<file path="src/hdl/bilin_cfg.svh">
`ifndef BILIN_CFG_SVH
`define BILIN_CFG_SVH

// Memory address width, covers frames of up to 512K pixels
`define BILIN_AW 19

// Pixels processed per group
`define BILIN_LANES 4

// 1.0 in Q0.8
`define BILIN_ONE_Q08 256

// Half an LSB of the 8-bit result in the Q8.16 sum
`define BILIN_ROUND 32'h0000_8000

`endif
</file>
<file path="src/hdl/bilin_fix_pkg.sv">
`include "bilin_cfg.svh"

package bilin_fix_pkg;

  // Image dimension or integer pixel index
  typedef logic [15:0] dim_t;

  // Scale and inverse scale in Q8.8
  typedef logic [15:0] q88_t;

  // Accumulated source coordinate, integer part in 23:8
  typedef logic [23:0] q168_t;

  // Fractional part of a source coordinate
  typedef logic [7:0] frac_t;

  // One-dimensional weight, 9 bits so that 1.0 fits
  typedef logic [8:0] weight_t;

  // Two-dimensional weight in Q0.16
  typedef logic [17:0] wprod_t;

  // Weighted tap or sum of taps in Q8.16
  typedef logic [31:0] acc_t;

  typedef logic [7:0] pix_t;

  typedef logic [`BILIN_AW-1:0] addr_t;

  // Read and write counters
  typedef logic [31:0] cnt_t;

endpackage

</file>
<file path="src/hdl/geom_if.sv">
`timescale 1ns/10ps
`include "bilin_cfg.svh"

interface geom_if;
  import bilin_fix_pkg::*;

  // Strobes from the sequencer, one cycle each
  logic load_dims;
  logic row_init;
  logic group_setup;
  logic group_next;
  logic row_next;

  // Frame geometry
  dim_t out_w;
  dim_t out_h;

  // Per-lane clamped source x of the current group
  dim_t  base_x [`BILIN_LANES];
  frac_t frac_x [`BILIN_LANES];

  // Clamped source y of the current row, shared by all lanes
  dim_t  base_y;
  frac_t frac_y;

  // Output position of the group
  logic [`BILIN_LANES-1:0] valid;
  dim_t                    lane_x0;
  dim_t                    row;

  // Loop exit flags
  logic last_group;
  logic last_row;

  modport gen (
    input  load_dims, row_init, group_setup, group_next, row_next,
    output out_w, out_h, base_x, frac_x, base_y, frac_y,
    output valid, lane_x0, row, last_group, last_row
  );

  modport seq (
    output load_dims, row_init, group_setup, group_next, row_next,
    input  out_w, out_h, base_x, frac_x, base_y, frac_y,
    input  valid, lane_x0, row, last_group, last_row
  );

endinterface

</file>
<file path="src/hdl/coord_gen.sv">
`timescale 1ns/10ps
`include "bilin_cfg.svh"

module coord_gen (
  input  logic                clk,
  input  logic                rst_n,
  input  bilin_fix_pkg::dim_t i_in_w,
  input  bilin_fix_pkg::dim_t i_in_h,
  input  bilin_fix_pkg::q88_t i_scale_q88,
  geom_if.gen                 geom
);
  import bilin_fix_pkg::*;

  localparam int LANES = `BILIN_LANES;

  logic [31:0] mul_w;
  logic [31:0] mul_h;
  q88_t        inv_scale_nxt;
  q88_t        inv_scale;
  q168_t       inv_ext;
  dim_t        group_x;
  q168_t       sy_acc;
  q168_t       sx_acc;
  q168_t       sx_lane   [LANES];
  q168_t       x_clamped [LANES];
  q168_t       y_clamped;

  // Past the last full interval the base sticks at dim-2 with the fraction at max
  function automatic q168_t clamp_coord(q168_t coord, dim_t dim);
    q168_t res;
    if (coord[23:8] >= dim - 16'd1) begin
      res = {dim - 16'd2, 8'hFF};
    end else begin
      res = coord;
    end
    return res;
  endfunction

  // --------------------------------------------------
  // Frame geometry
  // --------------------------------------------------
  assign mul_w         = i_in_w * i_scale_q88;
  assign mul_h         = i_in_h * i_scale_q88;
  // floor(65536 / scale) gives 1/scale in Q8.8
  assign inv_scale_nxt = q88_t'(32'd65536 / {16'd0, i_scale_q88});
  assign inv_ext       = {8'd0, inv_scale};

  // --------------------------------------------------
  // Source coordinates
  // --------------------------------------------------
  assign y_clamped = clamp_coord(sy_acc, i_in_h);

  // Lane k sits k inverse-scale steps right of the group origin
  for (genvar g = 0; g < LANES; g++) begin : g_lane
    assign sx_lane[g]   = sx_acc + inv_ext * q168_t'(g);
    assign x_clamped[g] = clamp_coord(sx_lane[g], i_in_w);
  end

  assign geom.last_group = (group_x + dim_t'(LANES)) >= geom.out_w;
  assign geom.last_row   = (geom.row + 16'd1) >= geom.out_h;

  always_ff @(posedge clk or negedge rst_n) begin
    if (!rst_n) begin
      geom.out_w   <= '0;
      geom.out_h   <= '0;
      inv_scale    <= '0;
      geom.row     <= '0;
      sy_acc       <= '0;
      group_x      <= '0;
      sx_acc       <= '0;
      geom.lane_x0 <= '0;
      geom.valid   <= '0;
    end else begin
      // Start of frame, top row
      if (geom.load_dims) begin
        geom.out_w <= mul_w[23:8];
        geom.out_h <= mul_h[23:8];
        inv_scale  <= inv_scale_nxt;
        geom.row   <= '0;
        sy_acc     <= '0;
      end
      // Start of row, leftmost group
      if (geom.row_init) begin
        group_x <= '0;
        sx_acc  <= '0;
      end
      if (geom.group_setup) begin
        geom.lane_x0 <= group_x;
        for (int k = 0; k < LANES; k++) begin
          geom.valid[k] <= (group_x + dim_t'(k)) < geom.out_w;
        end
      end
      // Four output pixels move the source x by four steps
      if (geom.group_next) begin
        group_x <= group_x + dim_t'(LANES);
        sx_acc  <= sx_acc + (inv_ext << 2);
      end
      if (geom.row_next) begin
        geom.row <= geom.row + 16'd1;
        sy_acc   <= sy_acc + inv_ext;
      end
    end
  end

  // Clamped coordinates, held for the whole row or group
  always_ff @(posedge clk) begin
    if (geom.row_init) begin
      geom.base_y <= y_clamped[23:8];
      geom.frac_y <= y_clamped[7:0];
    end
    if (geom.group_setup) begin
      for (int k = 0; k < LANES; k++) begin
        geom.base_x[k] <= x_clamped[k][23:8];
        geom.frac_x[k] <= x_clamped[k][7:0];
      end
    end
  end

endmodule

</file>
<file path="src/flat_wrapper.sv">
// flat-port wrapper written by rule: the top's interface ports become plain ports
module coord_gen_flat import bilin_fix_pkg::*;
  (clk, rst_n, i_in_w, i_in_h, i_scale_q88, geom_load_dims, geom_row_init, geom_group_setup, geom_group_next, geom_row_next, geom_out_w, geom_out_h, geom_base_x, geom_frac_x, geom_base_y, geom_frac_y, geom_valid, geom_lane_x0, geom_row, geom_last_group, geom_last_row);
  geom_if geom_i ();
  input  logic clk;
  input  logic rst_n;
  input  bilin_fix_pkg::dim_t i_in_w;
  input  bilin_fix_pkg::dim_t i_in_h;
  input  bilin_fix_pkg::q88_t i_scale_q88;
  input wire logic [$bits(geom_i.load_dims)-1:0] geom_load_dims;
  input wire logic [$bits(geom_i.row_init)-1:0] geom_row_init;
  input wire logic [$bits(geom_i.group_setup)-1:0] geom_group_setup;
  input wire logic [$bits(geom_i.group_next)-1:0] geom_group_next;
  input wire logic [$bits(geom_i.row_next)-1:0] geom_row_next;
  output wire logic [$bits(geom_i.out_w)-1:0] geom_out_w;
  output wire logic [$bits(geom_i.out_h)-1:0] geom_out_h;
  output wire logic [$bits(geom_i.base_x)-1:0] geom_base_x;
  output wire logic [$bits(geom_i.frac_x)-1:0] geom_frac_x;
  output wire logic [$bits(geom_i.base_y)-1:0] geom_base_y;
  output wire logic [$bits(geom_i.frac_y)-1:0] geom_frac_y;
  output wire logic [$bits(geom_i.valid)-1:0] geom_valid;
  output wire logic [$bits(geom_i.lane_x0)-1:0] geom_lane_x0;
  output wire logic [$bits(geom_i.row)-1:0] geom_row;
  output wire logic [$bits(geom_i.last_group)-1:0] geom_last_group;
  output wire logic [$bits(geom_i.last_row)-1:0] geom_last_row;
  assign geom_i.load_dims = geom_load_dims;
  assign geom_i.row_init = geom_row_init;
  assign geom_i.group_setup = geom_group_setup;
  assign geom_i.group_next = geom_group_next;
  assign geom_i.row_next = geom_row_next;
  assign geom_out_w = geom_i.out_w;
  assign geom_out_h = geom_i.out_h;
  assign geom_base_x = {>>{geom_i.base_x}};
  assign geom_frac_x = {>>{geom_i.frac_x}};
  assign geom_base_y = geom_i.base_y;
  assign geom_frac_y = geom_i.frac_y;
  assign geom_valid = geom_i.valid;
  assign geom_lane_x0 = geom_i.lane_x0;
  assign geom_row = geom_i.row;
  assign geom_last_group = geom_i.last_group;
  assign geom_last_row = geom_i.last_row;
  coord_gen u_core (.clk(clk), .rst_n(rst_n), .i_in_w(i_in_w), .i_in_h(i_in_h), .i_scale_q88(i_scale_q88), .geom(geom_i));
endmodule
</file>
<file path="config.mk">
export PLATFORM = sky130hd
export DESIGN_NAME = coord_gen_flat
export DESIGN_NICKNAME = d
export VERILOG_FILES = /design/src/hdl/bilin_fix_pkg.sv /design/src/hdl/geom_if.sv /design/src/hdl/coord_gen.sv /design/src/flat_wrapper.sv
export VERILOG_INCLUDE_DIRS = /design/src /design/src/hdl
export SDC_FILE = /design/constraint.sdc
export NUM_CORES = 2
export LEC_CHECK = 0
export ABC_AREA = 1
export BUFFER_PORTS_ARGS = -buffer_cell sky130_fd_sc_hd__clkbuf_2
export CORE_MARGIN = 2
export CORE_UTILIZATION = 35
export CTS_CLUSTER_DIAMETER = 50
export DETAILED_ROUTE_END_ITERATION = 6
export PLACE_DENSITY = 0.55
export SLEW_MARGIN = 20
export SYNTH_ARGS = -nofsm -noshare
export SYNTH_HDL_FRONTEND = slang
export SYNTH_SLANG_ARGS = --single-unit
</file>
<file path="constraint.sdc">
create_clock -name clk -period 7.7 [get_ports clk]
set_input_delay 1.155 -clock clk [delete_from_list [all_inputs] [get_ports clk]]
set_output_delay 1.155 -clock clk [all_outputs]
set_load 0.02 [all_outputs]
</file>
==> impl_metrics.toml <==
[worst_setup_path]
worstPathRequired_ps = 8120
cp_max_fo = 22
start_kind = "input pin"
cp_slowest_cell = "ha_1"
arrival_ps = 54590
cp.buffers_inverters = 101
cp_common_cell = "buf_4"
crit_type = "in2reg"
worstSetupStartpoint = "i_scale_q88[7]"
r2r_start = "u_core.inv_scale[0]$_DFFE_PN0P_"
critPathMaxStageDelay_ps = 350
worst_path_dominant_cell_family = "simple AND/OR/NAND/NOR gates"
endpoint_kind = "flip-flop"

[synthesis]
yosysUniqueCellTypes = 88
synth_cells = 8225
ys.warnings.count = 0
synth-async-reset-ratio = 0.544
synth_seq_cells = 261
synthFlopType = "dfrtp_1"
synth_edf_count = 119
yosysSeqAreaShare = 0.123
syn_avg_cell_area_um2 = 7.05
syn_area_um2 = 57900

[detailed_routing]
drc = 0
wl_um = 216000
dr_wl_met2_um = 107000
ant_nets = 0
route.met3.wl_um = 9450
maxUsedRoutingLayer = "met5"
wl_per_cell_um = 16.9
dr.first_iter.drc_count = 3546
met1_length_um = 93100
vias = 63000
viasPerCell = 4.92
firstDrtPassIters = 5

[placement]
place.gp.congestion = 0.930
post-dp-hpwl_um = 168000
portBuffers = 242
pre_cts_slack_ps = -48500

[outcome]
status = "finished, violations left"
violations = "negative setup slack"

[die]
ios = 245
die_w_um = 411
start_util = 0.352
fp-row-count = 149
die_h_um = 411
dieArea_um2 = 169000
core_um2 = 165000

[layout]
area_delta_synth_final_pct = 43.1
fin_nets = 11700
fill_cells = 15700
multi_input_area_um2 = 47100
final_common_cell = "buf_4"
drive_gt1_frac = 0.349
layout_common_cells = "buf_4, nand2_1, inv_1"
final-seq-area_um2 = 7130

[global_route]
overflow = 0
first_global_vias = 63400
grt_max_degree = 88
track_usage = 0.248
antenna_found_initial = 9
grt_pass1_wl_um = 337000

[cts]
htreeDepth = 2
cts_buffer_depth = 3
worstSkewPairLatency_ps = 570
root_buffer = "clkbuf_16"
cts_hold_buf = 0
tritoncts = "done"
clock_sinks = 261
cts.clk_slew.worst_paths_ps = 60
numCtsBuffers = 40

[sta]
tightest_slew_ps = 1070
finClkSkew_ps = 15.6
fin_crit_ps = 54160
fmax_mhz = 18.5
finalMaxSlewViolations = 0
worst_slack_ps = -46460
fin_crit_sh = 7.03
finalSetupViolCount = 16
rsz0062_at_grt = "true"
whs_ps = 483
relSlewSlack = 0.283
hold_viol_final = 0

[hold_path]
min-delay-start = "u_core.geom.lane_x0[13]$_DFFE_PN0P_"
hold_class = "reg2reg"

[run]
max_cap_violations = 0
sequential cells by signal (all words and copies together), names as in the netlist:
register / count
u_core.sy_acc: 24
u_core.geom.base_y: 16
u_core.geom.lane_x0: 14
u_core.geom.valid: 4
u_core.geom.frac_y: 8
u_core.geom.out_h: 16
u_core.group_x: 14
u_core.geom.row: 16
u_core.geom.out_w: 16
u_core.geom.frac_x: 31
u_core.sx_acc: 22
u_core.geom.base_x: 64
u_core.inv_scale: 16
cell type report:
type / count / area share
Clock inverter: 27 / 0.00397
Multi-Input combinational cell: 6321 / 0.568
Antenna cell: 2 / 0.0000604
Tap cell: 2189 / 0.0330
Sequential cell: 261 / 0.0860
Timing Repair inverter: 6 / 0.000649
Inverter: 1392 / 0.0645
Timing Repair Buffer: 2552 / 0.231
Clock buffer: 47 / 0.0129
metrics by stage:
step | setup TNS, ps | util | cell area (um^2) | cells
2_1_floorplan | -551810 | - | 59000 | 8226
3_3_place_gp | -517810 | 0.456 | 75000 | 12300
3_5_place_dp | -533560 | 0.456 | 75000 | 12300
4_1_cts | -486640 | 0.489 | 80500 | 12700
5_1_grt | -543640 | 0.504 | 82900 | 12800
6_report | -501830 | 0.504 | 82900 | 12800
metal layers:
metal  global-route usage  vias to the layer above
met3               0.0197                      339
met1                0.314                    30000
met2                0.451                     1422
met4               0.0656                        6
li1                     -                    31300
met5                    0                        -
kinds of logic (layout without fill, tap and decap cells):
kind of cell,after synthesis,in the layout,share of synthesized area
fa+ha+maj,1077,1077,0.276
other cells,1,4,0.0000647
mux,1,1,0.000173
simple gates,3332,3335,0.269
compound gates,1378,1378,0.134
xor+xnor,528,528,0.0798
flops,261,261,0.123
buf+inv,1647,4024,0.118
cell usage after synthesis, types with 51 or more instances:
| master | n | share of area |
|---|---|---|
| nand3_1 | 366 | 0.032 |
| nor2_1 | 458 | 0.030 |
| nor3_1 | 60 | 0.0052 |
| nand2_2 | 122 | 0.013 |
| inv_1 | 1325 | 0.086 |
| fa_1 | 337 | 0.12 |
| o21ai_1 | 51 | 0.0044 |
| edfxtp_1 | 119 | 0.062 |
| o21ai_0 | 498 | 0.043 |
| xnor2_1 | 181 | 0.027 |
| o21bai_1 | 51 | 0.0066 |
| nand4_1 | 92 | 0.0099 |
| clkbuf_1 | 156 | 0.010 |
| nand3_2 | 78 | 0.013 |
| a21oi_1 | 538 | 0.046 |
| ha_1 | 740 | 0.16 |
| dfrtp_1 | 142 | 0.061 |
| xor2_1 | 347 | 0.052 |
| nand2_1 | 1904 | 0.12 |
final timing paths:
check | endpoint | slack (ps) | cells past startpoint
max | u_core.inv_scale[0]$_DFFE_PN0P_ | -46460 | 435
min | u_core.geom.lane_x0[13]$_DFFE_PN0P_ | 480 | 2
max reg2reg | u_core.geom.base_x[8]$_DFFE_PP_ | 730 | 39
min reg2reg | u_core.geom.lane_x0[13]$_DFFE_PN0P_ | 480 | 2
max in group asynchronous | u_core.geom.out_h[11]$_DFFE_PN0P_ | 5700 | 2
min in group asynchronous | u_core.geom.lane_x0[11]$_DFFE_PN0P_ | 690 | 1
worst register-to-register path: cells and delay by family, from the launching register on:
kind,cells,cell delay [ps]
AO/OA/AOI/OAI,15,2700
XOR/XNOR,2,340
adder cells (fa/ha/maj),4,1350
buffers and inverters,9,800
flip-flops,1,510
AND/OR/NAND/NOR,9,960
timing repair:
| item | CTS | global route |
|---|---|---|
| hold endpoints to repair | 0 | 0 |
| setup endpoints to repair | 25 | 76 |
| gates cloned | 11 | 2 |
| resized for setup | 341 | 394 |
| pin swaps | 206 | 187 |
| buffers inserted | 355 | 107 |
Power is left out: the tool's default activity adds up to more than one toggle a clock period on the data nets, which glitch-free logic cannot reach.
