### src/hdl/bilin_cfg.svh
`ifndef BILIN_CFG_SVH
`define BILIN_CFG_SVH

// Memory address width, covers frames of up to 512K pixels
`define BILIN_AW 19

// Pixels processed per group
`define BILIN_LANES 4

// 1.0 in Q0.8
`define BILIN_ONE_Q08 256

// Half an LSB of the 8-bit result in the Q8.16 sum
`define BILIN_ROUND 32'h0000_8000

`endif
### src/hdl/bilin_ctl_pkg.sv
package bilin_ctl_pkg;

  // Sequencer states
  // A tap phase is INIT, WAIT and four DATA cycles, repeated per tap
  typedef enum logic [4:0] {
    S_IDLE        = 5'd0,
    S_INIT        = 5'd1,
    S_ROW_INIT    = 5'd2,
    S_GROUP_SETUP = 5'd3,
    S_TAP_INIT    = 5'd4,
    S_TAP_WAIT    = 5'd5,
    S_TAP_DATA    = 5'd6,
    S_MUL         = 5'd7,
    S_WRITE0      = 5'd8,
    S_WRITE1      = 5'd9,
    S_WRITE2      = 5'd10,
    S_WRITE3      = 5'd11,
    S_NEXT_GROUP  = 5'd12,
    S_NEXT_ROW    = 5'd13,
    S_DONE        = 5'd14
  } seq_state_t;

  typedef logic [1:0] lane_idx_t;

  // Bit 0 is the x offset, bit 1 the y offset of the neighbour
  typedef enum logic [1:0] {
    TAP_00 = 2'b00,
    TAP_10 = 2'b01,
    TAP_01 = 2'b10,
    TAP_11 = 2'b11
  } tap_sel_t;

endpackage

### src/hdl/bilin_fix_pkg.sv
`include "bilin_cfg.svh"

package bilin_fix_pkg;

  // Image dimension or integer pixel index
  typedef logic [15:0] dim_t;

  // Scale and inverse scale in Q8.8
  typedef logic [15:0] q88_t;

  // Accumulated source coordinate, integer part in 23:8
  typedef logic [23:0] q168_t;

  // Fractional part of a source coordinate
  typedef logic [7:0] frac_t;

  // One-dimensional weight, 9 bits so that 1.0 fits
  typedef logic [8:0] weight_t;

  // Two-dimensional weight in Q0.16
  typedef logic [17:0] wprod_t;

  // Weighted tap or sum of taps in Q8.16
  typedef logic [31:0] acc_t;

  typedef logic [7:0] pix_t;

  typedef logic [`BILIN_AW-1:0] addr_t;

  // Read and write counters
  typedef logic [31:0] cnt_t;

endpackage

### src/hdl/geom_if.sv
`timescale 1ns/10ps
`include "bilin_cfg.svh"

interface geom_if;
  import bilin_fix_pkg::*;

  // Strobes from the sequencer, one cycle each
  logic load_dims;
  logic row_init;
  logic group_setup;
  logic group_next;
  logic row_next;

  // Frame geometry
  dim_t out_w;
  dim_t out_h;

  // Per-lane clamped source x of the current group
  dim_t  base_x [`BILIN_LANES];
  frac_t frac_x [`BILIN_LANES];

  // Clamped source y of the current row, shared by all lanes
  dim_t  base_y;
  frac_t frac_y;

  // Output position of the group
  logic [`BILIN_LANES-1:0] valid;
  dim_t                    lane_x0;
  dim_t                    row;

  // Loop exit flags
  logic last_group;
  logic last_row;

  modport gen (
    input  load_dims, row_init, group_setup, group_next, row_next,
    output out_w, out_h, base_x, frac_x, base_y, frac_y,
    output valid, lane_x0, row, last_group, last_row
  );

  modport seq (
    output load_dims, row_init, group_setup, group_next, row_next,
    input  out_w, out_h, base_x, frac_x, base_y, frac_y,
    input  valid, lane_x0, row, last_group, last_row
  );

endinterface

### src/hdl/tap_sequencer.sv
`timescale 1ns/10ps
`include "bilin_cfg.svh"

module tap_sequencer (
  input  logic                     clk,
  input  logic                     rst_n,
  input  logic                     i_start,
  output logic                     o_busy,
  output logic                     o_done,
  input  bilin_fix_pkg::dim_t      i_in_w,
  geom_if.seq                      geom,
  output bilin_fix_pkg::addr_t     o_in_raddr,
  output logic                     o_cap,
  output bilin_ctl_pkg::tap_sel_t  o_tap_sel,
  output bilin_ctl_pkg::lane_idx_t o_lane_idx,
  output logic                     o_mul,
  input  bilin_fix_pkg::pix_t      i_pix [`BILIN_LANES],
  output bilin_fix_pkg::addr_t     o_out_waddr,
  output bilin_fix_pkg::pix_t      o_out_wdata,
  output logic                     o_out_we,
  output bilin_fix_pkg::cnt_t      o_rd_count,
  output bilin_fix_pkg::cnt_t      o_wr_count
);
  import bilin_fix_pkg::*;
  import bilin_ctl_pkg::*;

  seq_state_t state;
  seq_state_t state_n;
  tap_sel_t   tap;
  lane_idx_t  lane_idx;
  // Lane whose read address is registered in this cycle
  lane_idx_t  rd_lane;
  logic       rd_load;
  lane_idx_t  wr_lane;
  logic       in_write;

  // Row-major address of pixel (x, y)
  function automatic addr_t linaddr(dim_t x, dim_t y, dim_t width);
    logic [31:0] lin;
    lin = y * width + x;
    return lin[`BILIN_AW-1:0];
  endfunction

  // --------------------------------------------------
  // Next state
  // --------------------------------------------------
  always_comb begin
    state_n = state;
    case (state)
      S_IDLE: begin
        if (i_start) begin
          state_n = S_INIT;
        end
      end
      S_INIT:        state_n = S_ROW_INIT;
      S_ROW_INIT:    state_n = S_GROUP_SETUP;
      S_GROUP_SETUP: state_n = S_TAP_INIT;
      S_TAP_INIT:    state_n = S_TAP_WAIT;
      S_TAP_WAIT:    state_n = S_TAP_DATA;
      S_TAP_DATA: begin
        // Last lane of a phase, next tap or on to the multiply
        if (lane_idx == 2'd3) begin
          state_n = (tap == TAP_11) ? S_MUL : S_TAP_INIT;
        end
      end
      S_MUL:         state_n = S_WRITE0;
      S_WRITE0:      state_n = S_WRITE1;
      S_WRITE1:      state_n = S_WRITE2;
      S_WRITE2:      state_n = S_WRITE3;
      S_WRITE3:      state_n = S_NEXT_GROUP;
      S_NEXT_GROUP:  state_n = geom.last_group ? S_NEXT_ROW : S_GROUP_SETUP;
      S_NEXT_ROW:    state_n = geom.last_row ? S_DONE : S_ROW_INIT;
      S_DONE:        state_n = S_IDLE;
      default:       state_n = S_IDLE;
    endcase
  end

  // Read address runs one lane ahead of the capture
  // The memory answers one cycle later, so lane k is read while lane k-1 is captured
  always_comb begin
    rd_load = 1'b1;
    rd_lane = 2'd0;
    case (state)
      S_TAP_INIT: rd_lane = 2'd0;
      S_TAP_WAIT: rd_lane = 2'd1;
      S_TAP_DATA: begin
        rd_lane = lane_idx + 2'd2;
        rd_load = (lane_idx < 2'd2);
      end
      default: rd_load = 1'b0;
    endcase
  end

  // One write slot per lane
  always_comb begin
    in_write = 1'b1;
    wr_lane  = 2'd0;
    case (state)
      S_WRITE0: wr_lane = 2'd0;
      S_WRITE1: wr_lane = 2'd1;
      S_WRITE2: wr_lane = 2'd2;
      S_WRITE3: wr_lane = 2'd3;
      default:  in_write = 1'b0;
    endcase
  end

  // --------------------------------------------------
  // Strobes to the coordinate generator and the blend
  // --------------------------------------------------
  assign geom.load_dims   = (state == S_IDLE) && i_start;
  assign geom.row_init    = (state == S_ROW_INIT);
  assign geom.group_setup = (state == S_GROUP_SETUP);
  assign geom.group_next  = (state == S_NEXT_GROUP);
  assign geom.row_next    = (state == S_NEXT_ROW);

  assign o_cap      = (state == S_TAP_DATA);
  assign o_tap_sel  = tap;
  assign o_lane_idx = lane_idx;
  assign o_mul      = (state == S_MUL);

  always_ff @(posedge clk or negedge rst_n) begin
    if (!rst_n) begin
      state      <= S_IDLE;
      tap        <= TAP_00;
      lane_idx   <= '0;
      o_busy     <= 1'b0;
      o_done     <= 1'b0;
      o_out_we   <= 1'b0;
      o_rd_count <= '0;
      o_wr_count <= '0;
    end else begin
      state    <= state_n;
      o_done   <= (state == S_DONE);
      o_out_we <= in_write && geom.valid[wr_lane];

      // Busy from the first cycle after setup until done
      if (state == S_INIT) begin
        o_busy <= 1'b1;
      end else if (state == S_DONE) begin
        o_busy <= 1'b0;
      end

      // Only lanes inside the output row are counted
      if (geom.load_dims) begin
        o_rd_count <= '0;
        o_wr_count <= '0;
      end else begin
        if (o_cap && geom.valid[lane_idx]) begin
          o_rd_count <= o_rd_count + 32'd1;
        end
        if (in_write && geom.valid[wr_lane]) begin
          o_wr_count <= o_wr_count + 32'd1;
        end
      end

      case (state)
        S_GROUP_SETUP: tap <= TAP_00;
        S_TAP_INIT:    lane_idx <= '0;
        S_TAP_DATA: begin
          lane_idx <= lane_idx + 2'd1;
          if (lane_idx == 2'd3) begin
            tap <= tap_sel_t'(tap + 2'd1);
          end
        end
        default: ;
      endcase
    end
  end

  // Memory address and write data
  always_ff @(posedge clk) begin
    if (rd_load) begin
      o_in_raddr <= linaddr(geom.base_x[rd_lane] + dim_t'(tap[0]),
                            geom.base_y + dim_t'(tap[1]), i_in_w);
    end
    if (in_write) begin
      o_out_waddr <= linaddr(geom.lane_x0 + dim_t'(wr_lane), geom.row, geom.out_w);
      o_out_wdata <= i_pix[wr_lane];
    end
  end

endmodule

### src/flat_wrapper.sv
// flat-port wrapper written by rule: the top's interface ports become plain ports
module tap_sequencer_flat import bilin_fix_pkg::*; import bilin_ctl_pkg::*;
  (clk, rst_n, i_start, o_busy, o_done, i_in_w, o_in_raddr, o_cap, o_tap_sel, o_lane_idx, o_mul, i_pix, o_out_waddr, o_out_wdata, o_out_we, o_rd_count, o_wr_count, geom_load_dims, geom_row_init, geom_group_setup, geom_group_next, geom_row_next, geom_out_w, geom_out_h, geom_base_x, geom_frac_x, geom_base_y, geom_frac_y, geom_valid, geom_lane_x0, geom_row, geom_last_group, geom_last_row);
  geom_if geom_i ();
  input  logic clk;
  input  logic rst_n;
  input  logic i_start;
  output logic o_busy;
  output logic o_done;
  input  bilin_fix_pkg::dim_t i_in_w;
  output bilin_fix_pkg::addr_t o_in_raddr;
  output logic o_cap;
  output bilin_ctl_pkg::tap_sel_t o_tap_sel;
  output bilin_ctl_pkg::lane_idx_t o_lane_idx;
  output logic o_mul;
  input  bilin_fix_pkg::pix_t i_pix[`BILIN_LANES];
  output bilin_fix_pkg::addr_t o_out_waddr;
  output bilin_fix_pkg::pix_t o_out_wdata;
  output logic o_out_we;
  output bilin_fix_pkg::cnt_t o_rd_count;
  output bilin_fix_pkg::cnt_t o_wr_count;
  output wire logic [$bits(geom_i.load_dims)-1:0] geom_load_dims;
  output wire logic [$bits(geom_i.row_init)-1:0] geom_row_init;
  output wire logic [$bits(geom_i.group_setup)-1:0] geom_group_setup;
  output wire logic [$bits(geom_i.group_next)-1:0] geom_group_next;
  output wire logic [$bits(geom_i.row_next)-1:0] geom_row_next;
  input wire logic [$bits(geom_i.out_w)-1:0] geom_out_w;
  input wire logic [$bits(geom_i.out_h)-1:0] geom_out_h;
  input wire logic [$bits(geom_i.base_x)-1:0] geom_base_x;
  input wire logic [$bits(geom_i.frac_x)-1:0] geom_frac_x;
  input wire logic [$bits(geom_i.base_y)-1:0] geom_base_y;
  input wire logic [$bits(geom_i.frac_y)-1:0] geom_frac_y;
  input wire logic [$bits(geom_i.valid)-1:0] geom_valid;
  input wire logic [$bits(geom_i.lane_x0)-1:0] geom_lane_x0;
  input wire logic [$bits(geom_i.row)-1:0] geom_row;
  input wire logic [$bits(geom_i.last_group)-1:0] geom_last_group;
  input wire logic [$bits(geom_i.last_row)-1:0] geom_last_row;
  assign geom_load_dims = geom_i.load_dims;
  assign geom_row_init = geom_i.row_init;
  assign geom_group_setup = geom_i.group_setup;
  assign geom_group_next = geom_i.group_next;
  assign geom_row_next = geom_i.row_next;
  assign geom_i.out_w = geom_out_w;
  assign geom_i.out_h = geom_out_h;
  assign geom_i.base_x = {>>{geom_base_x}};
  assign geom_i.frac_x = {>>{geom_frac_x}};
  assign geom_i.base_y = geom_base_y;
  assign geom_i.frac_y = geom_frac_y;
  assign geom_i.valid = geom_valid;
  assign geom_i.lane_x0 = geom_lane_x0;
  assign geom_i.row = geom_row;
  assign geom_i.last_group = geom_last_group;
  assign geom_i.last_row = geom_last_row;
  tap_sequencer u_core (.clk(clk), .rst_n(rst_n), .i_start(i_start), .o_busy(o_busy), .o_done(o_done), .i_in_w(i_in_w), .geom(geom_i), .o_in_raddr(o_in_raddr), .o_cap(o_cap), .o_tap_sel(o_tap_sel), .o_lane_idx(o_lane_idx), .o_mul(o_mul), .i_pix(i_pix), .o_out_waddr(o_out_waddr), .o_out_wdata(o_out_wdata), .o_out_we(o_out_we), .o_rd_count(o_rd_count), .o_wr_count(o_wr_count));
endmodule
### config.mk
export PLATFORM = sky130hd
export DESIGN_NAME = tap_sequencer_flat
export DESIGN_NICKNAME = d
export VERILOG_FILES = /design/src/hdl/bilin_ctl_pkg.sv /design/src/hdl/bilin_fix_pkg.sv /design/src/hdl/geom_if.sv /design/src/hdl/tap_sequencer.sv /design/src/flat_wrapper.sv
export VERILOG_INCLUDE_DIRS = /design/src /design/src/hdl
export SDC_FILE = /design/constraint.sdc
export NUM_CORES = 1
export LEC_CHECK = 0
export CAP_MARGIN = 20
export CORE_ASPECT_RATIO = 0.8
export CORE_MARGIN = 5
export CORE_UTILIZATION = 50
export CTS_BUF_LIST = sky130_fd_sc_hd__clkbuf_4
export DETAILED_ROUTE_END_ITERATION = 8
export DONT_BUFFER_PORTS = 1
export GPL_ROUTABILITY_DRIVEN = 0
export PLACE_DENSITY = 0.7
export SLEW_MARGIN = 20
export SYNTH_ARGS = -nofsm -noshare
export SYNTH_HDL_FRONTEND = slang
export SYNTH_SLANG_ARGS = --single-unit
export TNS_END_PERCENT = 10
### constraint.sdc
create_clock -name clk -period 11 [get_ports clk]
set_clock_uncertainty 0.2 [all_clocks]
set_input_delay 0.55 -clock clk [delete_from_list [all_inputs] [get_ports clk]]
set_output_delay 0.55 -clock clk [all_outputs]
set_load 0.01 [all_outputs]
==> impl_metrics.xml, run 1 <==
<?xml version="1.0" encoding="UTF-8"?>
<metrics>
  <group name="detailed_routing">
    <metric name="wire_length_reported_by_the_detailed_router" unit="mm">46.7</metric>
    <metric name="firstDrtPassIters" unit="">5</metric>
    <metric name="num_vias" unit="">13100</metric>
    <metric name="antenna_left" unit="">0</metric>
    <metric name="routed_via_density" unit="">5.42</metric>
    <metric name="routed_wire_length_per_instance" unit="um">19.3</metric>
    <metric name="detail_route.iter0.violations" unit="">969</metric>
    <metric name="detail_route.drc_violations" unit="">0</metric>
  </group>
  <group name="sta">
    <metric name="max_slew_headroom_at_the_worst_pin" unit="%">28.9</metric>
    <metric name="fin_crit" unit="ns">8.00</metric>
    <metric name="maxClockFrequency" unit="MHz">125</metric>
    <metric name="final_min_period_over_clock_period" unit="%">72.8</metric>
    <metric name="report.final.slew_viol_count" unit="">0</metric>
    <metric name="max_slew.worst_pin.slew" unit="ns">1.06</metric>
    <metric name="finalHoldViolCount" unit="">0</metric>
    <metric name="rsz0062_at_grt" unit="">no</metric>
    <metric name="timing.final.ws_setup" unit="ns">3.00</metric>
    <metric name="finalHoldWorstSlack" unit="ns">0.0650</metric>
    <metric name="setup_tns" unit="ns">0</metric>
    <metric name="setup-violations-final" unit="">0</metric>
  </group>
  <group name="worst_setup_path">
    <metric name="critPathLaunchType" unit="">register</metric>
    <metric name="worst_path_class_setup" unit="">reg -&gt; reg</metric>
    <metric name="required" unit="ns">11.15</metric>
    <metric name="end_kind" unit="">register</metric>
    <metric name="worst_r2r_path_depth" unit="">23</metric>
    <metric name="critPathLaunch" unit="">u_core.o_tap_sel[1]</metric>
    <metric name="critical_path_arrival" unit="ns">8.15</metric>
    <metric name="cp_max_fo" unit="">11</metric>
    <metric name="reg2reg_slack" unit="ns">3.00</metric>
    <metric name="regToRegEndpoint" unit="">u_core.o_in_raddr[18]</metric>
    <metric name="r2r_start" unit="">u_core.o_tap_sel[1]</metric>
  </group>
  <group name="power">
    <metric name="p_leak" unit="nW">9.00</metric>
    <metric name="p_sw" unit="mW">2.94</metric>
    <metric name="power_density" unit="nW/um^2">320</metric>
    <metric name="p_int" unit="mW">3.08</metric>
    <metric name="total_power" unit="mW">6.02</metric>
    <metric name="seqPwrFrac" unit="%">16.3</metric>
    <metric name="power_frac_comb" unit="%">78.0</metric>
    <metric name="power.share.clock" unit="%">5.7</metric>
    <metric name="vdd_ir_drop_max" unit="mV">0.499</metric>
    <metric name="sw_frac_of_total" unit="%">48.8</metric>
  </group>
  <group name="floorplanning">
    <metric name="core-area" unit="um^2">35700</metric>
    <metric name="count_of_boundary_i_o_pins" unit="">365</metric>
    <metric name="number_of_core_rows" unit="">62</metric>
    <metric name="initial_utilization" unit="%">50.4</metric>
    <metric name="dieHeight" unit="um">180</metric>
    <metric name="die_width" unit="um">222</metric>
    <metric name="die-area" unit="um^2">39900</metric>
  </group>
  <group name="yosys">
    <metric name="post_synthesis_instance_area" unit="um^2">18000</metric>
    <metric name="synth-async-reset-ratio" unit="%">62.0</metric>
    <metric name="yosysWarnings" unit="">0</metric>
    <metric name="synth_sequential_area_ratio" unit="%">18.1</metric>
    <metric name="postSynth.topFlopCell" unit="">dfrtp_1</metric>
    <metric name="post_synth_net_total" unit="">2583</metric>
    <metric name="ys_ff_latch" unit="">121</metric>
    <metric name="synth-edff-count" unit="">46</metric>
    <metric name="netlist_instances" unit="">1947</metric>
    <metric name="synth.avg_cell_area" unit="um^2">9.24</metric>
    <metric name="netlist-cell-type-count" unit="">62</metric>
  </group>
  <group name="clocking">
    <metric name="setup_buffers_after_cts" unit="">0</metric>
    <metric name="cts.clk_slew.worst_paths" unit="ns">0.15</metric>
    <metric name="clock_sink_count" unit="">121</metric>
    <metric name="tritoncts.num_buffers" unit="">17</metric>
    <metric name="worst_skew_late_latency" unit="ns">0.58</metric>
    <metric name="clk_path_buf_depth" unit="">2</metric>
    <metric name="post_cts.resized_instances" unit="">0</metric>
    <metric name="clock_tree.root_cell" unit="">clkbuf_4</metric>
    <metric name="clock_tree_from_tritoncts" unit="">done</metric>
    <metric name="cts_hold_repair.buffers" unit="">6</metric>
    <metric name="ctsHtreeMaxLevel" unit="">4</metric>
  </group>
  <group name="grt">
    <metric name="gr-total-overflow" unit="">0</metric>
    <metric name="global_route_wire_length_before_repair" unit="mm">75.7</metric>
    <metric name="antenna_found_initial" unit="">8</metric>
    <metric name="grt_max_degree" unit="">76</metric>
    <metric name="grt_pass1_vias" unit="">13700</metric>
    <metric name="grt_util_all_layers" unit="%">23.6</metric>
  </group>
  <group name="final_layout">
    <metric name="finalNetCount" unit="">2559</metric>
    <metric name="layout-drive-gt1-share" unit="%">3.77</metric>
    <metric name="layout_commonest_cell" unit="">inv_1</metric>
    <metric name="area_growth_syn_to_layout" unit="%">4.55</metric>
    <metric name="mostFrequentLayoutCells" unit="">inv_1 (392), fa_1 (271), nand2_1 (264)</metric>
  </group>
  <group name="run_status">
    <metric name="status" unit="">finished, final reports clean</metric>
  </group>
  <group name="min_path">
    <metric name="min_path_type" unit="">in -&gt; reg</metric>
    <metric name="timing.hold.worst_endpoint" unit="">u_core.state[1]</metric>
    <metric name="hold_depth" unit="">3</metric>
    <metric name="holdCritStartpoint" unit="">geom_last_group</metric>
  </group>
  <group name="placement">
    <metric name="pre_cts_ws" unit="ns">3.03</metric>
    <metric name="buffer_ports.inserted" unit="">0</metric>
    <metric name="place_hpwl" unit="mm">38.2</metric>
  </group>
  <group name="job">
    <metric name="maxCapViolations" unit="">0</metric>
  </group>
</metrics>
==> power groups by stage <==
stage          clock (mW)  combinational, mW  sequential [mW]
2_1_floorplan           0               3.72            0.949
3_3_place_gp            0               4.53            0.996
3_5_place_dp            0               4.69            0.998
4_1_cts             0.348               4.73            0.988
5_1_grt             0.370               5.40            0.994
6_report            0.340               4.70            0.984
==> cells in the mapped netlist, drive strengths merged, types with 2 or more instances <==
| cell type | count | share of area [%] |
|---|---|---|
| o31ai | 2 | 0.083 |
| nand4 | 19 | 0.66 |
| o211ai | 2 | 0.11 |
| nor2b | 15 | 0.52 |
| nor2 | 97 | 2.1 |
| or4 | 2 | 0.083 |
| and3 | 13 | 0.45 |
| nand2 | 264 | 5.5 |
| fa | 271 | 30 |
| nand3 | 46 | 1.4 |
| ha | 124 | 8.6 |
| and4 | 5 | 0.26 |
| mux2i | 10 | 0.56 |
| clkbuf | 51 | 1.1 |
| and2 | 176 | 6.1 |
| inv | 393 | 8.2 |
| nor3 | 12 | 0.42 |
| a31oi | 3 | 0.10 |
| xnor2 | 96 | 4.8 |
| nand2b | 6 | 0.25 |
| o21a | 4 | 0.17 |
| o21ai | 34 | 0.95 |
| dfrtp | 75 | 10 |
| a21boi | 3 | 0.13 |
| edfxtp | 46 | 7.7 |
| or3 | 7 | 0.24 |
| xor2 | 75 | 3.6 |
| a21oi | 36 | 1.1 |
| mux4 | 17 | 2.3 |
| a21o | 12 | 0.50 |
| buf | 9 | 0.40 |
| a211oi | 9 | 0.38 |
==> metal layers <==
| layer | vias up | track usage (%) | part of all wire, % |
|---|---|---|---|
| li1 | 5901 | - | - |
| met1 | 6528 | 32.3 | 40 |
| met2 | 588 | 38.9 | 48 |
| met3 | 79 | 5.15 | 8.9 |
| met4 | 4 | 5.52 | 2.2 |
| met5 | - | 0 | 0.043 |
==> metrics by stage <==
step           area [um^2]  util, %  instances
6_report             18800     52.7       2419
5_1_grt              18800     52.7       2419
4_1_cts              18800     52.7       2415
3_5_place_dp         18400     51.6       2377
3_3_place_gp         18400     51.6       2377
2_1_floorplan        18000        -       1947
==> flip-flops by register name, summed over array words and instances, names as in the netlist <==
name	count
u_core.o_in_raddr	19
u_core.o_tap_sel	2
u_core.o_busy	1
u_core.o_rd_count	32
u_core.o_out_we	1
u_core.o_out_waddr	19
u_core.state	4
u_core.o_lane_idx	2
u_core.o_done	1
u_core.o_out_wdata	8
u_core.o_wr_count	32
==> cell families (layout without fill, tap and decap cells) <==
logic type / count (synthesis) / count (layout) / synth area share [%]
compound gates: 111 / 111 / 3.78
xor+xnor: 172 / 172 / 8.53
fa+ha+maj: 395 / 395 / 38.8
buf+inv: 453 / 442 / 9.66
flops: 121 / 121 / 18.1
mux: 28 / 28 / 2.91
other cells: 0 / 3 / 0
simple gates: 667 / 667 / 18.3
==> how the worst max path moves through the flow <==
stage / to / slack (ns) / cells after the start
3_5_place_dp: u_core.o_in_raddr[18] / 3.03 / 23
2_1_floorplan: u_core.o_out_waddr[17] / 2.94 / 24
6_report: u_core.o_in_raddr[18] / 3.00 / 23
5_1_grt: u_core.o_in_raddr[18] / 2.52 / 23
3_3_place_gp: u_core.o_in_raddr[18] / 3.10 / 23
4_1_cts: u_core.o_in_raddr[18] / 3.02 / 23
==> worst max-delay path, cell delays in order (launching register included) <==
cell and delay [ns]:
dfrtp_1 0.51, ha_1 0.38, ha_1 0.27, nand2_1 0.07, or2_1 0.30, nor2_1 0.15
xor2_1 0.84, nand2_1 0.20, fa_1 0.60, fa_1 0.45, fa_1 0.49, inv_1 0.06
fa_1 0.52, inv_1 0.06, fa_1 0.51, fa_1 0.44, xnor2_1 0.21, xnor2_1 0.16
xnor2_1 0.15, xnor2_1 0.16, xnor2_1 0.15, xnor2_1 0.10, xnor2_1 0.40, xnor3_1 0.39
==> area by class of cell <==
cell class	count	area, um^2
diodes	3	7.51
multi-input cells	1373	13000
repair buffers	17	168
flip-flops and latches	121	3260
clock inverters	15	171
clock buffers	17	128
well taps	480	601
fillers	3232	16900
inverters	393	1480
(Power assumes the default switching activity.)
==> run 2: changes to the inputs <==
- clock period: 11 -> 7.45 ns (I/O delays scaled with it)
==> run 2 against run 1 <==
Against the previous run:
- flip-flop and latch count unchanged
- highest routed layer unchanged
- core utilization up 1.2 points
- design area grew 2.3%
- sequential share of layout area fell by 0.38 points
- combinational power up 51%
- via count grew 1.8%
- fmax increased by 11%
- global-route usage rose by 0.56 points
- critical path type unchanged
- first-iteration DRC count is 3.8% higher
- routed wire length increased by 2.4%
- die area unchanged
- cell count up 2.2%
==> impl_metrics.xml, run 2 (synthesized netlist as in run 1, its figures left out) <==
<?xml version="1.0" encoding="UTF-8"?>
<metrics>
  <group name="run_status">
    <metric name="status" unit="">finished, final reports clean</metric>
  </group>
  <group name="clocking">
    <metric name="clock_sink_count" unit="">121</metric>
    <metric name="tritoncts.num_buffers" unit="">17</metric>
    <metric name="clock_tree.root_cell" unit="">clkbuf_4</metric>
    <metric name="clk_path_buf_depth" unit="">2</metric>
    <metric name="clock_tree_from_tritoncts" unit="">done</metric>
    <metric name="ctsHtreeMaxLevel" unit="">4</metric>
    <metric name="worst_skew_late_latency" unit="ns">0.59</metric>
    <metric name="setup_buffers_after_cts" unit="">0</metric>
    <metric name="cts.clk_slew.worst_paths" unit="ns">0.15</metric>
  </group>
  <group name="job">
    <metric name="maxCapViolations" unit="">0</metric>
  </group>
  <group name="detailed_routing">
    <metric name="firstDrtPassIters" unit="">5</metric>
    <metric name="detail_route.iter0.violations" unit="">1006</metric>
    <metric name="antenna_left" unit="">0</metric>
    <metric name="detail_route.drc_violations" unit="">0</metric>
    <metric name="wire_length_reported_by_the_detailed_router" unit="mm">47.9</metric>
    <metric name="num_vias" unit="">13300</metric>
    <metric name="routed_via_density" unit="">5.39</metric>
    <metric name="routed_wire_length_per_instance" unit="um">19.4</metric>
  </group>
  <group name="placement">
    <metric name="placed_cells" unit="">2393</metric>
    <metric name="buffer_ports.inserted" unit="">0</metric>
    <metric name="place_hpwl" unit="mm">38.4</metric>
  </group>
  <group name="min_path">
    <metric name="timing.hold.worst_endpoint" unit="">u_core.o_rd_count[0]</metric>
    <metric name="min_path_type" unit="">in -&gt; reg</metric>
    <metric name="holdCritStartpoint" unit="">i_start</metric>
    <metric name="hold_depth" unit="">3</metric>
  </group>
  <group name="worst_setup_path">
    <metric name="end_kind" unit="">register</metric>
    <metric name="critical_path_arrival" unit="ns">7.34</metric>
    <metric name="most_numerous_cell_on_the_critical_path" unit="">fa_1</metric>
    <metric name="r2r_start" unit="">u_core.o_tap_sel[1]</metric>
    <metric name="critPathLaunchType" unit="">register</metric>
    <metric name="cp_cell_sequence" unit="">ha_1 -&gt; ha_1 -&gt; nand2_1 -&gt; or2_1 -&gt; nor2_1 -&gt; xor2_1 -&gt; buf_4 -&gt; and2_1 -&gt; fa_1 -&gt; inv_1 -&gt; fa_1 -&gt; fa_1 -&gt; fa_1 -&gt; inv_1 -&gt; fa_1 -&gt; inv_1 -&gt; fa_1 -&gt; inv_1 -&gt; ha_1 -&gt; a21o_1 -&gt; a21oi_2 -&gt; nand3_1 -&gt; a41o_1 -&gt; xnor3_1</metric>
    <metric name="worst_path_class_setup" unit="">reg -&gt; reg</metric>
    <metric name="critPathLaunch" unit="">u_core.o_tap_sel[1]</metric>
    <metric name="reg2reg_slack" unit="ns">0.26</metric>
    <metric name="regToRegEndpoint" unit="">u_core.o_in_raddr[18]</metric>
    <metric name="critPathMaxStageDelay" unit="ns">0.54</metric>
    <metric name="required" unit="ns">7.60</metric>
    <metric name="cp_top_family" unit="">adder cells</metric>
    <metric name="critical_path_buf_inv_count" unit="">5</metric>
    <metric name="worst_r2r_path_depth" unit="">24</metric>
    <metric name="cp_max_fo" unit="">11</metric>
    <metric name="crit_slowest_cell" unit="">fa_1</metric>
  </group>
  <group name="grt">
    <metric name="global_route_wire_length_before_repair" unit="mm">77.0</metric>
    <metric name="grt_pass1_vias" unit="">13900</metric>
    <metric name="gr-total-overflow" unit="">0</metric>
    <metric name="grt_util_all_layers" unit="%">24.2</metric>
    <metric name="grt_max_degree" unit="">76</metric>
    <metric name="antenna_found_initial" unit="">14</metric>
  </group>
  <group name="final_layout">
    <metric name="reg.largest.list" unit="">u_core.o_rd_count x32, u_core.o_wr_count x32</metric>
    <metric name="area_growth_syn_to_layout" unit="%">6.95</metric>
    <metric name="final_util" unit="%">53.9</metric>
    <metric name="layout-drive-gt1-share" unit="%">4.64</metric>
    <metric name="mostFrequentLayoutCells" unit="">inv_1 (392), fa_1 (271), nand2_1 (264)</metric>
    <metric name="layout_commonest_cell" unit="">inv_1</metric>
    <metric name="finalNetCount" unit="">2604</metric>
    <metric name="layoutNonFillerInstCount" unit="">2473</metric>
  </group>
  <group name="floorplanning">
    <metric name="number_of_core_rows" unit="">62</metric>
    <metric name="initial_utilization" unit="%">50.4</metric>
    <metric name="core-area" unit="um^2">35700</metric>
    <metric name="die-area" unit="um^2">39900</metric>
    <metric name="count_of_boundary_i_o_pins" unit="">365</metric>
    <metric name="die_width" unit="um">222</metric>
    <metric name="dieHeight" unit="um">180</metric>
  </group>
  <group name="power">
    <metric name="power_density" unit="nW/um^2">467</metric>
    <metric name="p_leak" unit="nW">9.21</metric>
    <metric name="vdd_ir_drop_max" unit="mV">0.798</metric>
  </group>
  <group name="sta">
    <metric name="maxClockFrequency" unit="MHz">139</metric>
    <metric name="finalHoldViolCount" unit="">0</metric>
    <metric name="setup_tns" unit="ns">0</metric>
    <metric name="max_slew.worst_pin.slew" unit="ns">0.984</metric>
    <metric name="fin_crit" unit="ns">7.19</metric>
    <metric name="final_min_period_over_clock_period" unit="%">96.5</metric>
    <metric name="max_slew_headroom_at_the_worst_pin" unit="%">34.3</metric>
    <metric name="setup-violations-final" unit="">0</metric>
    <metric name="report.final.slew_viol_count" unit="">0</metric>
  </group>
</metrics>
## run 2: how the worst max path moves through the flow
stage                                  end  depth (start not counted)
CTS                  u_core.o_in_raddr[18]                         24
global route         u_core.o_in_raddr[18]                         24
detailed placement   u_core.o_in_raddr[18]                         24
floorplan           u_core.o_out_waddr[17]                         24
finish               u_core.o_in_raddr[18]                         24
global placement     u_core.o_in_raddr[18]                         24
## run 2: timing repair
action / CTS / global route
endpoints found under the hold margin: 91 / 0
endpoints found under the setup margin: 0 / 2
hold buffers: 36 / 0
resized for setup: 0 / 4
## run 2: layout make-up
type	count	area, um^2
Fill cell	3185	16400
Timing Repair Buffer	62	586
Clock buffer	17	128
Antenna cell	12	30.0
Inverter	393	1480
Clock inverter	15	148
Tap cell	480	601
Multi-Input combinational cell	1373	13000
Sequential cell	121	3260
## run 2: power breakdown
group	internal (mW)	switching (mW)	leakage [nW]
Combinational	3.17	3.91	7.61
Clock	0.152	0.323	0.151
Sequential	1.26	0.176	1.45
## run 2: per-stage QoR
stage	hold slack, ns	total power [mW]	area (um^2)	setup WS (ns)
after floorplan	-0.123	6.90	18000	0.000805
after global placement	-0.121	8.16	18500	0.266
after detailed placement	-0.122	8.43	18500	0.143
after CTS	0.0327	9.01	19200	0.141
after global routing	0.0469	10.1	19200	-0.0200
final	0.0660	8.99	19200	0.263
## run 2: worst min-delay path: cells and delay by family
family	cells	cell delay, ns
simple gates	2	0.38
compound gates	1	0.06
## run 2: layer usage
layer	vias up	wire length [um]	track usage (%)
li1	6002	-	-
met1	6710	19700	32.3
met2	531	22700	38.8
met3	87	3870	6.29
met4	6	1550	7.96
met5	-	41	0
